## src/logic/fetch_pkg.sv

```systemverilog
// ************************************************
// Fetch package
// Sizes, OBI structs and instruction word views
// ************************************************

package fetch_pkg;

  // Prefetch entries and the cap on outstanding plus buffered fetches
  localparam int FIFO_DEPTH = 2;
  localparam int PTR_W      = $clog2(FIFO_DEPTH);
  localparam int SLOT_W     = $clog2(FIFO_DEPTH + 1);
  localparam int CNT_W      = 16;

  typedef logic [PTR_W-1:0]  ptr_t;
  typedef logic [SLOT_W-1:0] slot_t;
  typedef logic [CNT_W-1:0]  cnt_t;

  localparam slot_t SLOT_MAX = slot_t'(FIFO_DEPTH);

  // RV32I major opcodes
  localparam logic [6:0] OPC_LUI    = 7'b0110111;
  localparam logic [6:0] OPC_AUIPC  = 7'b0010111;
  localparam logic [6:0] OPC_JAL    = 7'b1101111;
  localparam logic [6:0] OPC_JALR   = 7'b1100111;
  localparam logic [6:0] OPC_BRANCH = 7'b1100011;
  localparam logic [6:0] OPC_LOAD   = 7'b0000011;
  localparam logic [6:0] OPC_STORE  = 7'b0100011;
  localparam logic [6:0] OPC_OPIMM  = 7'b0010011;
  localparam logic [6:0] OPC_OP     = 7'b0110011;
  localparam logic [6:0] OPC_FENCE  = 7'b0001111;
  localparam logic [6:0] OPC_SYSTEM = 7'b1110011;

  typedef struct packed {
    logic        req;
    logic [31:0] addr;
  } obi_req_t;

  typedef struct packed {
    logic        gnt;
    logic        rvalid;
    logic [31:0] rdata;
  } obi_rsp_t;

  typedef struct packed {
    logic [31:0] pc;
    logic [31:0] instr;
  } fetch_entry_t;

  // One instruction word seen as R-type or as I-type
  typedef union packed {
    struct packed {
      logic [6:0] funct7;
      logic [4:0] rs2;
      logic [4:0] rs1;
      logic [2:0] funct3;
      logic [4:0] rd;
      logic [6:0] opcode;
    } r;
    struct packed {
      logic [11:0] imm12;
      logic [4:0]  rs1;
      logic [2:0]  funct3;
      logic [4:0]  rd;
      logic [6:0]  opcode;
    } i;
  } instr_u;

endpackage

```

## src/logic/fetch_prefetch_ctrl.sv

```systemverilog
// ************************************************
// Prefetch controller
// Issues sequential OBI fetches within the slot budget
// ************************************************
`timescale 1ns/10ps

module fetch_prefetch_ctrl (
  input  logic                clk_i,
  input  logic                rst_n_i,
  input  logic                fetch_enable_i,
  input  logic [31:0]         boot_addr_i,
  input  fetch_pkg::obi_rsp_t obi_rsp_i,
  input  logic                fifo_pop_i,
  output fetch_pkg::obi_req_t obi_req_o,
  output logic [31:0]         addr_q_o
);

  logic [31:0]      next_addr_q;
  logic [31:0]      out_addr_q [fetch_pkg::FIFO_DEPTH];
  fetch_pkg::ptr_t  out_wr_ptr_q;
  fetch_pkg::ptr_t  out_rd_ptr_q;
  fetch_pkg::slot_t slot_cnt_q;
  logic             req_hold_q;
  logic             req;
  logic             grant;

  // Once raised, req stays up until the address phase
  assign req   = req_hold_q |
                 (fetch_enable_i & (slot_cnt_q < fetch_pkg::SLOT_MAX));
  assign grant = req & obi_rsp_i.gnt;

  assign obi_req_o.req  = req;
  assign obi_req_o.addr = next_addr_q;

  // Address of the oldest fetch still waiting for rvalid
  assign addr_q_o = out_addr_q[out_rd_ptr_q];

  always_ff @(posedge clk_i) begin
    if (!rst_n_i) begin
      next_addr_q  <= boot_addr_i;
      out_wr_ptr_q <= '0;
      out_rd_ptr_q <= '0;
      slot_cnt_q   <= '0;
      req_hold_q   <= 1'b0;
    end else begin
      req_hold_q <= req & ~obi_rsp_i.gnt;
      if (grant) begin
        next_addr_q  <= next_addr_q + 32'd4;
        out_wr_ptr_q <= out_wr_ptr_q + fetch_pkg::ptr_t'(1);
      end
      if (obi_rsp_i.rvalid) begin
        out_rd_ptr_q <= out_rd_ptr_q + fetch_pkg::ptr_t'(1);
      end
      // Slot reserved at grant, released when the entry leaves the FIFO
      case ({grant, fifo_pop_i})
        2'b10:   slot_cnt_q <= slot_cnt_q + fetch_pkg::slot_t'(1);
        2'b01:   slot_cnt_q <= slot_cnt_q - fetch_pkg::slot_t'(1);
        default: slot_cnt_q <= slot_cnt_q;
      endcase
    end
  end

  // In-order queue of granted addresses
  always_ff @(posedge clk_i) begin
    if (grant) begin
      out_addr_q[out_wr_ptr_q] <= next_addr_q;
    end
  end

endmodule

```

## src/logic/fetch_prefetch_fifo.sv

```systemverilog
// ************************************************
// Prefetch FIFO
// Buffers fetched words with their PCs for decode
// ************************************************
`timescale 1ns/10ps

module fetch_prefetch_fifo (
  input  logic                    clk_i,
  input  logic                    rst_n_i,
  input  fetch_pkg::obi_rsp_t     obi_rsp_i,
  input  logic [31:0]             addr_q_i,
  input  logic                    ready_i,
  output logic                    valid_o,
  output fetch_pkg::fetch_entry_t entry_o,
  output logic                    pop_o
);

  fetch_pkg::fetch_entry_t mem_q [fetch_pkg::FIFO_DEPTH];
  fetch_pkg::ptr_t         wr_ptr_q;
  fetch_pkg::ptr_t         rd_ptr_q;
  fetch_pkg::slot_t        cnt_q;
  logic                    push;

  // The controller reserves an entry at grant for every rvalid
  assign push = obi_rsp_i.rvalid;

  assign valid_o = (cnt_q != '0);
  assign pop_o   = valid_o & ready_i;
  assign entry_o = mem_q[rd_ptr_q];

  always_ff @(posedge clk_i) begin
    if (!rst_n_i) begin
      wr_ptr_q <= '0;
      rd_ptr_q <= '0;
      cnt_q    <= '0;
    end else begin
      if (push) begin
        wr_ptr_q <= wr_ptr_q + fetch_pkg::ptr_t'(1);
      end
      if (pop_o) begin
        rd_ptr_q <= rd_ptr_q + fetch_pkg::ptr_t'(1);
      end
      case ({push, pop_o})
        2'b10:   cnt_q <= cnt_q + fetch_pkg::slot_t'(1);
        2'b01:   cnt_q <= cnt_q - fetch_pkg::slot_t'(1);
        default: cnt_q <= cnt_q;
      endcase
    end
  end

  // Entry storage
  always_ff @(posedge clk_i) begin
    if (push) begin
      mem_q[wr_ptr_q].pc    <= addr_q_i;
      mem_q[wr_ptr_q].instr <= obi_rsp_i.rdata;
    end
  end

endmodule

```

## src/logic/fetch_insn_log.sv

```systemverilog
// ************************************************
// Instruction log
// Counts delivered and illegal instructions
// ************************************************
`timescale 1ns/10ps

module fetch_insn_log (
  input  logic                    clk_i,
  input  logic                    rst_n_i,
  input  logic                    valid_i,
  input  logic                    ready_i,
  input  fetch_pkg::fetch_entry_t entry_i,
  output logic [fetch_pkg::CNT_W-1:0] insn_cnt_o,
  output logic [fetch_pkg::CNT_W-1:0] illegal_cnt_o
);

  fetch_pkg::instr_u insn;
  logic              xfer;
  logic              illegal;

  assign xfer = valid_i & ready_i;
  assign insn = entry_i.instr;

  always_comb begin
    illegal = 1'b0;
    case (insn.r.opcode)
      fetch_pkg::OPC_LUI, fetch_pkg::OPC_AUIPC, fetch_pkg::OPC_JAL,
      fetch_pkg::OPC_JALR, fetch_pkg::OPC_BRANCH, fetch_pkg::OPC_LOAD,
      fetch_pkg::OPC_STORE, fetch_pkg::OPC_FENCE, fetch_pkg::OPC_SYSTEM: begin
        illegal = 1'b0;
      end
      fetch_pkg::OPC_OP: begin
        // Only the base and the SUB/SRA encodings
        illegal = (insn.r.funct7 != 7'b0000000) && (insn.r.funct7 != 7'b0100000);
      end
      fetch_pkg::OPC_OPIMM: begin
        // Shifts keep the upper immediate bits as a function code
        if ((insn.i.funct3 == 3'b001) || (insn.i.funct3 == 3'b101)) begin
          illegal = (insn.i.imm12[11:5] != 7'b0000000) &&
                    (insn.i.imm12[11:5] != 7'b0100000);
        end
      end
      default: begin
        illegal = 1'b1;
      end
    endcase
  end

  always_ff @(posedge clk_i) begin
    if (!rst_n_i) begin
      insn_cnt_o    <= '0;
      illegal_cnt_o <= '0;
    end else if (xfer) begin
      insn_cnt_o <= insn_cnt_o + fetch_pkg::cnt_t'(1);
      if (illegal) begin
        illegal_cnt_o <= illegal_cnt_o + fetch_pkg::cnt_t'(1);
      end
    end
  end

endmodule

```

## src/logic/fetch_wrapper.sv

```systemverilog
// ************************************************
// Fetch wrapper
// Flat OBI and decode ports around the fetch blocks
// ************************************************
`timescale 1ns/10ps

module fetch_wrapper (
  // Clock, reset and control
  input  logic                        clk_i,
  input  logic                        rst_n_i,
  input  logic                        fetch_enable_i,
  input  logic [31:0]                 boot_addr_i,

  // Instruction memory interface
  output logic                        instr_req_o,
  input  logic                        instr_gnt_i,
  input  logic                        instr_rvalid_i,
  output logic [31:0]                 instr_addr_o,
  input  logic [31:0]                 instr_rdata_i,

  // Decode side
  output logic                        instr_valid_o,
  input  logic                        instr_ready_i,
  output logic [31:0]                 instr_o,
  output logic [31:0]                 pc_o,

  // Counters
  output logic [fetch_pkg::CNT_W-1:0] insn_cnt_o,
  output logic [fetch_pkg::CNT_W-1:0] illegal_cnt_o
);

  fetch_pkg::obi_req_t     obi_req;
  fetch_pkg::obi_rsp_t     obi_rsp;
  fetch_pkg::fetch_entry_t entry;
  logic [31:0]             addr_q;
  logic                    fifo_pop;

  fetch_prefetch_ctrl ctrl_i (
    .clk_i          ( clk_i          ),
    .rst_n_i        ( rst_n_i        ),
    .fetch_enable_i ( fetch_enable_i ),
    .boot_addr_i    ( boot_addr_i    ),
    .obi_rsp_i      ( obi_rsp        ),
    .fifo_pop_i     ( fifo_pop       ),
    .obi_req_o      ( obi_req        ),
    .addr_q_o       ( addr_q         )
  );

  fetch_prefetch_fifo fifo_i (
    .clk_i     ( clk_i         ),
    .rst_n_i   ( rst_n_i       ),
    .obi_rsp_i ( obi_rsp       ),
    .addr_q_i  ( addr_q        ),
    .ready_i   ( instr_ready_i ),
    .valid_o   ( instr_valid_o ),
    .entry_o   ( entry         ),
    .pop_o     ( fifo_pop      )
  );

  fetch_insn_log log_i (
    .clk_i         ( clk_i         ),
    .rst_n_i       ( rst_n_i       ),
    .valid_i       ( instr_valid_o ),
    .ready_i       ( instr_ready_i ),
    .entry_i       ( entry         ),
    .insn_cnt_o    ( insn_cnt_o    ),
    .illegal_cnt_o ( illegal_cnt_o )
  );

  // Structs to flat ports
  assign instr_req_o    = obi_req.req;
  assign instr_addr_o   = obi_req.addr;
  assign obi_rsp.gnt    = instr_gnt_i;
  assign obi_rsp.rvalid = instr_rvalid_i;
  assign obi_rsp.rdata  = instr_rdata_i;

  assign instr_o = entry.instr;
  assign pc_o    = entry.pc;

endmodule

```

## config.mk

```make
export PLATFORM = sky130hd
export DESIGN_NAME = fetch_wrapper
export DESIGN_NICKNAME = d
export VERILOG_FILES = /design/src/logic/fetch_pkg.sv /design/src/logic/fetch_prefetch_ctrl.sv /design/src/logic/fetch_prefetch_fifo.sv /design/src/logic/fetch_insn_log.sv /design/src/logic/fetch_wrapper.sv
export SDC_FILE = /design/constraint.sdc
export NUM_CORES = 1
export LEC_CHECK = 0
export CORE_MARGIN = 10
export CORE_UTILIZATION = 50
export CTS_CLUSTER_DIAMETER = 120
export DETAILED_ROUTE_END_ITERATION = 8
export DONT_BUFFER_PORTS = 1
export PLACE_DENSITY = 0.76
export SYNTH_ARGS = -nofsm -noshare
export SYNTH_HDL_FRONTEND = slang
export SYNTH_SLANG_ARGS = --single-unit
```

## constraint.sdc

```tcl
create_clock -name clk_i -period 5 [get_ports clk_i]
set_clock_uncertainty 0.15 [all_clocks]
set_input_delay 0.5 -clock clk_i [delete_from_list [all_inputs] [get_ports clk_i]]
set_output_delay 0.5 -clock clk_i [all_outputs]
set_load 0.02 [all_outputs]
```

## Word level (Yosys, flattened, before mapping)

Memory sizes are Yosys's and may differ from the RTL's. A register that Yosys moved wholly into a read port is not among the register bits.
Index checks and enable logic that the tools add are counted.

- Word-level logic and storage cells: 71
- Output and inout bits: 130
- Bits in writable memories: 192
- Memories kept: 2
- Flip-flop bits (word level): 73

Memory list:

| name | words | bits a word | rd ports | clocked after Yosys merged registers in | wr ports | line | RTL |
|---|---|---|---|---|---|---|---|
| fifo_i.mem_q | 2 | 64 | 1 | 1 | 1 | fetch_prefetch_fifo.sv:18 | `fetch_pkg::fetch_entry_t mem_q [fetch_pkg::FIFO_DEPTH];` |
| ctrl_i.out_addr_q | 2 | 32 | 1 | 1 | 1 | fetch_prefetch_ctrl.sv:19 | `logic [31:0] out_addr_q [fetch_pkg::FIFO_DEPTH];` |

- Order comparisons: 1
- Bitwise gates (word level): 6
- Equality and inequality tests: 19
- Muxes and demuxes: 14
- Reductions and logical operators: 8
- Add/sub/neg operators: 11

Operator list:

| cell | number |
|---|---|
| 32-bit two-way mux | 2 |
| 16-bit by 1-bit adder with 16-bit output, second input constant | 2 |
| 32-bit by 3-bit adder with 32-bit output, second input constant | 1 |
| 7-bit equality test, second input constant | 4 |
| 7-bit by 6-bit equality test with 1-bit output, second input constant | 3 |
| 7-bit by 5-bit equality test with 1-bit output, second input constant | 2 |
| 1-bit two-way mux | 9 |
| 9-bit OR reduction | 1 |
| 2-bit one-hot mux with 2 select lines | 2 |
| 7-bit by 2-bit equality test with 1-bit output, second input constant | 1 |
| 7-bit by 4-bit equality test with 1-bit output, second input constant | 1 |
| 7-bit by 6-bit inequality test with 1-bit output, second input constant | 1 |
| 7-bit nonzero test | 1 |
| 2-bit nonzero test | 3 |
| 1-bit adder, second input constant | 4 |
| 2-bit by 1-bit adder with 2-bit output, second input constant | 2 |
| 1-bit AND | 4 |
| 2-bit by 1-bit equality test with 1-bit output, second input constant | 2 |
| 2-bit equality test, second input constant | 2 |
| 2-bit by 1-bit subtractor with 2-bit output, second input constant | 2 |
| 3-bit by 1-bit equality test with 1-bit output, second input constant | 1 |
| 3-bit equality test, second input constant | 1 |
| 1-bit one-hot mux with 3 select lines | 1 |
| 2-bit less-than comparator, second input constant | 1 |
| other kinds (6) | 6 |

## Longest topological paths before layout

Gate-level depths: netlist of the first run.

- Depth after elaboration: 6
- Gate-level depth with buffers: 10
- Gate-level depth less buffers: 7

## Modules after synthesis

A second synthesis of the first run with hierarchy kept.

- Cell total of the unflattened synthesis: 745
- Area total of the unflattened synthesis: 11009.3 um2

By module, submodules not included:

| module | area each (um2) | cells each | seq. area each (um2) | times used |
|---|---|---|---|---|
| fetch_prefetch_fifo | 4832.1 | 221 | 3943.8 | 1 |
| fetch_prefetch_ctrl | 4464.3 | 321 | 3002.9 | 1 |
| fetch_insn_log | 1712.9 | 203 | 640.6 | 1 |

## Worst setup path before layout of the first run

Ideal clock, no wire load.

- Path kind: input port to flip-flop
- From: input instr_rvalid_i
- To: memory fifo_i.mem_q[0][0] in the netlist's numbering (enable)
- Arrival: 3.243 ns
- Data required time: 4.362 ns
- Stages: 2
- Slack: 1.119 ns
- Path through: inv_1 -> nor2_1

- Longest elaborated chain between the ends: 2

RTL lines:

| what | line | RTL |
|---|---|---|
| start: declaration | fetch_wrapper.sv:17 | `input logic instr_rvalid_i,` |
| 1-bit two-way mux | fetch_prefetch_fifo.sv:53 | `if (push) begin` |
| 1-bit two-way mux (implied by the code) | fetch_prefetch_fifo.sv:55 | `mem_q[wr_ptr_q].instr <= obi_rsp_i.rdata;` |
| end: declaration | fetch_prefetch_fifo.sv:18 |  |

No other way between the ends.

==> out/results.txt, run 1 <==
I/O pins -> 200
Final Instance Area -> 12300 um^2
Largest net degree at the start of global routing -> 65
CTS buffer count -> 27
Gpl congestion -> 0.774
Reg clk slew, reported paths -> 0.06 ns
Total grt overflow -> 0
Routed wire length -> 22200 um
Worst path arrival time -> 3.27 ns
FMAX -> 0.334 GHz
Post-synth ARST share -> 0%
Syn Area/Cell -> 14.7 um^2
Via count -> 5921
TritonCTS clock tree -> done
Antenna violations before repair -> 1
Die area -> 27700 um^2
DRC Markers -> 0
Period utilization -> 59.8%
Final min period -> 2.99 ns
Status -> complete, no violations
Maxcap violations -> 0
Placed cell area -> 11000 um^2
Diodes inserted -> 0
RSZ-0062 raised after global routing -> false
Initial core utilization -> 50.9%
Net Count, Synth -> 804
Crit path kind -> flip-flop to flip-flop
Drt first pass iters -> 4
Final Hold Fails -> 0
Final Slew Violations -> 0
Min-delay worst type -> input pin to flip-flop
# nets final -> 848
Peak supply drop -> 0.280 mV
Setup TNS -> 0 ns
Hold Crit Depth -> 2
# setup viols final -> 0
# port buffers -> 0
P&R area growth vs syn -> 14.2%
Dpl ws -> 1.58 ns
Vias in the first global route -> 6278
Detailed Route Iter0 Violations -> 260
Synthesized cell area -> 10700 um^2
Clock root buffer -> clkbuf_16
DP Wirelength -> 14800 um
Clock Tree Buf Depth -> 3
CTS H-tree lvls -> 1
Synth warn -> 0
Worst endpoint required time -> 5.28 ns
Worst Tran Pin Value -> 1.07 ns
EDFF count, synth -> 224
CP max FO -> 56
Die Span Y -> 167 um
Leak -> 4.03 nW
CP Launch Type -> flip-flop
Crit path capture type -> flip-flop
Rows -> 53
Ys flop type -> edfxtp_1
GRT Total Usage -> 15.2%
Mapped Cells -> 729
#FFs+latches synth -> 267
Post-route setup slack -> 2.01 ns
Sequential area share after synthesis -> 70.7%
Unique cell type count in the Yosys netlist -> 44
Die Wd -> 167 um
# clock sinks -> 267
Core ar. -> 21100 um^2
Global-route wire length before repair -> 34800 um
Skew-Pair Late Insertion Delay -> 0.52 ns
Fraction of layout cells with a size suffix above 1 -> 19.0%
Drt wl/cell -> 20.8 um
Cells on worst reg2reg path -> 8
Pwr Density -> 464 nW/um^2
Antenna viol nets, final -> 0
Via density -> 5.54
Normalized max-slew margin -> 28.6%
## layout make-up
type,instances,area (um^2)
clock buffers,33,718
clock inverters,16,154
fillers,1636,8830
inverters,9,33.8
multi-input cells,427,3020
flip-flops and latches,267,7590
well taps,275,344
repair buffers,41,398
## worst max-delay path: stages, from the launching register on
cell	delay [ns]
dfxtp_4	0.42
buf_4	0.38
nor2_1	0.18
a32oi_1	0.08
a2111oi_0	0.52
a221oi_2	0.24
buf_4	0.25
or4b_1	0.52
a21oi_1	0.16
## sequential cells by signal (all words and copies together), names as in the netlist, named ones only
| register | count |
|---|---|
| ctrl_i.next_addr_q | 32 |
| ctrl_i.out_addr_q | 64 |
| ctrl_i.out_rd_ptr_q | 1 |
| ctrl_i.out_wr_ptr_q | 1 |
| ctrl_i.req_hold_q | 1 |
| ctrl_i.slot_cnt_q | 2 |
| fifo_i.cnt_q | 2 |
| fifo_i.mem_q | 128 |
| fifo_i.rd_ptr_q | 1 |
| fifo_i.wr_ptr_q | 1 |
| log_i.illegal_cnt_o | 16 |
| log_i.insn_cnt_o | 16 |
## what timing repair did
item	4_1_cts	5_1_grt
hold buffers	36	0
resized for setup	0	0
setup buffers	0	0
hold endpoints to repair	74	0
## worst paths after layout
check | start | endpoint | slack (ns)
max reg2reg | flip-flop | log_i.illegal_cnt_o[15] | 2.01
min | instr_rvalid_i | ctrl_i.out_rd_ptr_q | 0.03
max | flip-flop | log_i.illegal_cnt_o[15] | 2.01
min reg2reg | ctrl_i.slot_cnt_q[1] | ctrl_i.slot_cnt_q[1] | 0.35
## cell usage after synthesis, drive strengths merged, types with 11 or more instances
library cell	count	share of area, %
a21oi	45	2.1
and3	11	0.64
buf	13	0.68
clkbuf	13	0.45
dfxtp	43	8.0
edfxtp	224	63
mux2	95	10
nand2	46	1.6
nand3	15	0.70
nand4	13	0.76
nor2	75	2.6
o21ai	12	0.59
xnor2	19	1.6
xor2	29	2.4
## power breakdown
part	switching (mW)	total (mW)	leakage [nW]	internal [mW]
Sequential	0.197	2.84	2.45	2.65
Combinational	0.567	0.895	1.16	0.328
Clock	0.785	1.95	0.417	1.17
Total	1.55	5.69	4.03	4.15
## cell usage in the layout, fill, tap and decap left out, drive strengths merged, types with 2 or more instances in the layout
| master | n |
|---|---|
| a21oi | 45 |
| a31oi | 2 |
| and2 | 2 |
| and3 | 11 |
| and4 | 4 |
| buf | 5 |
| bufinv | 3 |
| clkbuf | 33 |
| clkinv | 10 |
| clkinvlp | 3 |
| dfxtp | 43 |
| dlygate4sd3 | 36 |
| edfxtp | 224 |
| ha | 5 |
| inv | 9 |
| mux2 | 95 |
| mux2i | 10 |
| nand2 | 46 |
| nand2b | 7 |
| nand3 | 15 |
| nand4 | 13 |
| nor2 | 75 |
| nor2b | 2 |
| nor3 | 8 |
| nor3b | 2 |
| o21ai | 12 |
| o31ai | 3 |
| or2 | 2 |
| or3 | 8 |
| or4 | 4 |
| xnor2 | 19 |
| xor2 | 29 |
## cells by family after synthesis
kind of cell	share of synthesized area, %
buf+inv	1.45
compound gates	3.47
xor+xnor	3.92
mux	10.9
fa+ha+maj	0.583
simple gates	8.97
flops	70.7
## through the flow
| step | hold WS [ns] | std cells | total power [mW] | util, % |
|---|---|---|---|---|
| after floorplan | 0.308 | 729 | 3.58 | - |
| after global placement | 0.323 | 982 | 3.74 | 52.2 |
| after detailed placement | 0.341 | 982 | 3.77 | 52.2 |
| after CTS | 0.00655 | 1067 | 5.76 | 58.1 |
| after global routing | 0.00527 | 1068 | 5.94 | 58.1 |
| final | 0.0311 | 1068 | 5.69 | 58.1 |
## metal layers
metal | part of all wire, % | GRT usage (%) | up-vias | wire [um]
li1 | - | - | 2796 | -
met5 | 0 | 0 | - | 0
met1 | 41 | 18.5 | 2862 | 9100
met2 | 49 | 25.7 | 224 | 10900
met3 | 7.3 | 4.26 | 39 | 1630
met4 | 2.5 | 4.77 | 0 | 552
Note: power is estimated with default switching activity, not from simulation.
==> run 2, diff against run 1 <==
--- a/config.mk
+++ b/config.mk
@@ -10,7 +10,7 @@
 export CTS_CLUSTER_DIAMETER = 120
 export DETAILED_ROUTE_END_ITERATION = 8
 export DONT_BUFFER_PORTS = 1
-export PLACE_DENSITY = 0.76
+export PLACE_DENSITY = 0.79
 export SYNTH_ARGS = -nofsm -noshare
 export SYNTH_HDL_FRONTEND = slang
 export SYNTH_SLANG_ARGS = --single-unit
==> constraint.sdc (replaced) <==
create_clock -name clk_i -period 2.5 [get_ports clk_i]
set_clock_uncertainty 0.15 [all_clocks]
set_input_delay 0.25 -clock clk_i [delete_from_list [all_inputs] [get_ports clk_i]]
set_output_delay 0.25 -clock clk_i [all_outputs]
set_load 0.02 [all_outputs]
==> run 2 against run 1 <==
Compared with the run above: the flow now finishes with violations (setup timing); maximum frequency rose by 19%; flip-flop and latch count did not move; wire length rose by 5.2%; critical path type unchanged; largest cell class unchanged; highest routed layer unchanged.
==> out/results.txt, run 2 (synthesis results as in run 1) <==
Antenna viol nets, final -> 0
Die Wd -> 167 um
Crit path capture type -> flip-flop
Drt wl/cell -> 20.2 um
Die Span Y -> 167 um
# setup viols final -> 1
Status -> finished with violations
Placed insts -> 1030
Pwr Density -> 896 nW/um^2
Max FFs per register -> 128
Gate power share -> 19.7%
Vias in the first global route -> 6303
Skew-Pair Late Insertion Delay -> 0.53 ns
Layout Utilization -> 62.7%
CTS buffer count -> 28
Final min period -> 2.51 ns
Largest net degree at the start of global routing -> 76
Normalized max-slew margin -> 49.5%
I/O pins -> 200
Top Registers -> fifo_i.mem_q (128), ctrl_i.out_addr_q (64), ctrl_i.next_addr_q (32)
Initial core utilization -> 50.9%
CP max FO -> 11
Min-delay worst type -> input pin to flip-flop
Violated checks -> setup timing
# port buffers -> 0
Global-route wire length before repair -> 35700 um
Clock power frac -> 33.8%
Routed wire length -> 23400 um
Hold Crit Depth -> 1
Final Slew Violations -> 0
Clock root buffer -> clkbuf_16
RSZ-0062 raised after global routing -> true
Core ar. -> 21100 um^2
Peak supply drop -> 0.641 mV
P&R area growth vs syn -> 23.1%
Total grt overflow -> 0
Period utilization -> 100%
CP Launch Type -> flip-flop
DRC Markers -> 0
Diodes inserted -> 0
Power Internal -> 8.59 mW
Hold Slack -> 0.0490 ns
GRT Total Usage -> 15.9%
Final Hold Fails -> 0
Crit path kind -> flip-flop to flip-flop
Worst endpoint required time -> 2.80 ns
Rows -> 53
FMAX -> 0.398 GHz
Leak -> 4.52 nW
Gpl congestion -> 0.835
Detailed Route Iter0 Violations -> 352
Sw Share -> 27.5%
Most frequent cells in the layout -> edfxtp_1 (224), mux2_2 (94), nor2_1 (71), dlygate4sd3_1 (69), buf_4 (49)
Sequential Power Share -> 46.6%
Worst path arrival time -> 2.81 ns
Filler-free cell count of the finished design -> 1158
# nets final -> 937
# clock sinks -> 267
Maxcap violations -> 0
DP Wirelength -> 15400 um
TritonCTS clock tree -> done
Die area -> 27700 um^2
Worst Tran Pin Value -> 0.756 ns
Most common cell after layout, fill and taps aside -> edfxtp_1
Via density -> 5.45
Fraction of layout cells with a size suffix above 1 -> 24.8%
Psw -> 3.25 mW
Clock Tree Buf Depth -> 3
Cells on worst reg2reg path -> 7
Antenna violations before repair -> 0
Top reg by flops -> fifo_i.mem_q
Reg clk slew, reported paths -> 0.06 ns
CTS H-tree lvls -> 1
Post-route setup slack -> -0.00971 ns
Via count -> 6309
Drt first pass iters -> 5
run 2: cell count changes in the layout (fill, tap and decap cells not counted), sizes merged:
| cell | change |
|---|---|
| inv | +1 |
| buf | +53 |
| clkinvlp | -2 |
| dlygate4sd3 | +33 |
| clkbuf | +6 |
| bufinv | -1 |
run 2: cell type report:
cell class	count	area [um^2]
timing repair buffer	129	1260
tap	275	344
inverter	9	33.8
clock buffer	37	776
clock inverter	14	125
multi-input combinational	427	3080
sequential	267	7590
fill	1517	7870
run 2: worst paths after layout:
check / start / end / slack (ns)
max: flip-flop / log_i.illegal_cnt_o[14] / -0.01
max reg2reg: flip-flop / log_i.illegal_cnt_o[14] / -0.01
min: instr_rvalid_i / fifo_i.mem_q[1][36] / 0.05
min reg2reg: ctrl_i.slot_cnt_q[1] / ctrl_i.slot_cnt_q[1] / 0.35
run 2: critical path, stage by stage, from the launching register on:
cell	delay (ns)
dfxtp_4	0.41
mux2_2	0.40
a2111oi_4	0.39
a221oi_4	0.11
buf_6	0.16
clkbuf_16	0.16
or4_1	0.49
a21oi_1	0.15
run 2: power groups by stage:
stage	combinational (mW)	clock, mW	sequential (mW)
after floorplan	1.51	0	5.64
after global placement	2.06	0	5.59
after detailed placement	2.09	0	5.62
after CTS	2.23	4.08	5.53
after global routing	2.50	4.25	5.56
final	2.33	4.00	5.51
run 2: stage by stage:
| step | setup TNS (ns) | power [mW] | area, um^2 | setup WS (ns) |
|---|---|---|---|---|
| final | -0.00971 | 11.8 | 13200 | -0.00971 |
| after global routing | -0.840 | 12.3 | 13200 | -0.0687 |
| after CTS | 0 | 11.8 | 13100 | 0.00573 |
| after detailed placement | -0.253 | 7.71 | 11400 | -0.0785 |
| after global placement | 0 | 7.66 | 11400 | 0.00363 |
| after floorplan | 0 | 7.15 | 10700 | 0.0000138 |
run 2: metal layers:
layer	track usage, %	part of all wire (%)	vias up
li1	-	-	2983
met1	19.7	41	3062
met2	27.0	49	224
met3	4.00	7.2	40
met4	4.39	2.2	0
met5	0	0	-
run 2: repair_timing:
action,CTS,global route
hold endpoints to repair,111,0
pin swaps,0,4
buffers inserted,0,5
resized for setup,2,12
gates cloned,0,2
setup endpoints to repair,4,16
hold buffers,70,0
==> run 3, diff against run 2 <==
--- a/config.mk
+++ b/config.mk
@@ -5,12 +5,12 @@
 export SDC_FILE = /design/constraint.sdc
 export NUM_CORES = 1
 export LEC_CHECK = 0
-export CORE_MARGIN = 10
-export CORE_UTILIZATION = 50
+export CORE_MARGIN = 2
+export CORE_UTILIZATION = 57
 export CTS_CLUSTER_DIAMETER = 120
 export DETAILED_ROUTE_END_ITERATION = 8
 export DONT_BUFFER_PORTS = 1
-export PLACE_DENSITY = 0.79
+export PLACE_DENSITY = 0.86
 export SYNTH_ARGS = -nofsm -noshare
 export SYNTH_HDL_FRONTEND = slang
 export SYNTH_SLANG_ARGS = --single-unit
==> run 3 against run 2 <==
Compared with the run above: the flow now finishes without violations; clock power fell by 6.0%; register-to-register slack improved by 0.03 ns; maximum frequency rose by 1.1%; final area fell by 2.4%; flip-flop and latch count unchanged; sequential power up 0.7%; wire length shrank 4.1%; count of clock-buffer cells in the layout shrank 8; setup slack improved by 0.028 ns; critical path depth is 1 higher.
==> out/results.txt, run 3 (synthesis results as in run 1) <==
Placed cell area -> 11300 um^2
P&R area growth vs syn -> 20.1%
Critical Path, Cell by Cell -> mux2_2 > buf_4 > and4b_1 > o21ai_2 > a221oi_2 > buf_12 > or4_1 > a21oi_1
# nets final -> 924
Clock root buffer -> clkbuf_16
Worst-path cell with the longest stage delay -> or4_1
# port buffers -> 0
CTS H-tree lvls -> 1
Skew-Pair Late Insertion Delay -> 0.51 ns
I/O pins -> 200
RSZ-0062 raised after global routing -> true
CP max FO -> 23
GRT Max-Usage Layer -> met2
Crit path capture type -> flip-flop
Rows -> 50
Detailed Route Iter0 Violations -> 453
Pwr Density -> 891 nW/um^2
Final Slew Violations -> 0
Largest net degree at the start of global routing -> 77
Hold Slack -> 0.0616 ns
Reg clk slew, reported paths -> 0.06 ns
CP Launch Type -> flip-flop
TritonCTS clock tree -> done
Antenna viol nets, final -> 0
Fraction of layout cells with a size suffix above 1 -> 22.9%
Post-route setup slack -> 0.0185 ns
Most common cell after layout, fill and taps aside -> edfxtp_1
GRT Total Usage -> 21.9%
Crit path kind -> flip-flop to flip-flop
CP max stage delay -> 0.51 ns
Max FFs per register -> 128
Final Instance Area -> 12900 um^2
Top reg by flops -> fifo_i.mem_q
DRC Markers -> 0
Final Hold Fails -> 0
Worst path arrival time -> 2.77 ns
Filler-free cell count of the finished design -> 1104
Drt first pass iters -> 7
Maxcap violations -> 0
Via count -> 6426
Status -> complete, no violations
Drt wl/cell -> 20.3 um
Peak supply drop -> 0.516 mV
# setup viols final -> 0
Die Wd -> 141 um
GR Layer Usage met2 -> 39.3%
FMAX -> 0.403 GHz
Total grt overflow -> 0
Fillers -> 1211
# clock sinks -> 267
Most frequent cells in the layout -> edfxtp_1 (224), mux2_2 (94), nor2_1 (71), dlygate4sd3_1 (70), nand2_1 (46)
Antenna violations before repair -> 1
Placed insts -> 980
Core ar. -> 18600 um^2
Normalized max-slew margin -> 56.7%
Tot Pwr -> 11.5 mW
Die area -> 19900 um^2
Global-route wire length before repair -> 34400 um
DP Wirelength -> 13900 um
Top Registers -> fifo_i.mem_q (128), ctrl_i.out_addr_q (64), ctrl_i.next_addr_q (32)
Min-delay worst type -> input pin to flip-flop
Initial core utilization -> 57.8%
Vias in the first global route -> 6591
Final min period -> 2.48 ns
Die Span Y -> 141 um
Gpl congestion -> 0.861
Worst endpoint required time -> 2.79 ns
Via density -> 5.82
Clock Tree Buf Depth -> 3
GR Layer Usage met1 -> 26.0%
Leak -> 4.37 nW
Period utilization -> 99.3%
Dpl ws -> -0.0170 ns
Worst Tran Pin Value -> 0.649 ns
Routed wire length -> 22400 um
CTS buffer count -> 27
M3 GR Usage -> 4.31%
[run 3: cell count changes in the layout (fill, tap and decap cells not counted), moves of 2 or more]
| cell | before | now |
|---|---|---|
| buf_12 | 5 | 2 |
| clkinvlp_4 | 1 | 6 |
| clkinv_1 | 1 | 7 |
| buf_6 | 2 | 0 |
| buf_4 | 49 | 44 |
| clkbuf_8 | 2 | 0 |
| clkbuf_1 | 6 | 2 |
| clkinv_2 | 9 | 5 |
| clkbuf_16 | 31 | 27 |
[run 3: final timing paths]
path / start / end / slack (ns) / cells after the start
min: fetch_enable_i / ctrl_i.req_hold_q / 0.06 / 2
max: flip-flop / log_i.illegal_cnt_o[13] / 0.02 / 8
max reg2reg: flip-flop / log_i.illegal_cnt_o[13] / 0.02 / 8
min reg2reg: fifo_i.rd_ptr_q / fifo_i.rd_ptr_q / 0.37 / 2
[run 3: through the flow]
stage / util (%) / setup TNS, ns
after floorplan: - / 0
after global placement: 60.7 / 0
after detailed placement: 60.7 / -0.0337
after CTS: 69.2 / 0
after global routing: 69.4 / -0.230
final: 69.4 / 0
[run 3: area by class of cell]
class | instances | area, um^2 | share of cell area, %
sequential | 267 | 7590 | 58.9
multi-input combinational | 427 | 3040 | 23.5
timing repair buffer | 117 | 1100 | 8.52
clock buffer | 29 | 683 | 5.30
tap | 234 | 293 | 2.27
clock inverter | 20 | 156 | 1.21
inverter | 9 | 33.8 | 0.262
antenna | 1 | 2.50 | 0.0194
[run 3: per-layer routing]
metal / part of all wire, % / wire length, um
met5: 0 / 0
met4: 3.9 / 872
met3: 6.6 / 1480
met2: 51 / 11500
met1: 38 / 8550
[run 3: worst max-delay path: cells and delay by family, from the launching register on]
family                 cells  cell delay (ns)
AO/OA/AOI/OAI              3             0.40
buffers and inverters      2             0.35
flip-flops                 1             0.41
multiplexers               1             0.37
AND/OR/NAND/NOR            2             0.71
[run 3: timing repair]
action | 4_1_cts | 5_1_grt
pin swaps | 0 | 1
setup endpoints to repair | 3 | 16
gates resized for setup | 1 | 5
buffers inserted | 0 | 3
endpoints found under the hold margin | 112 | 0
hold buffers | 71 | 0
[run 3: where the power goes]
group	total, mW	internal [mW]	switching, mW
sequential	5.55	5.29	0.257
combinational	2.18	0.833	1.35
clock	3.76	2.18	1.58
total	11.5	8.30	3.19
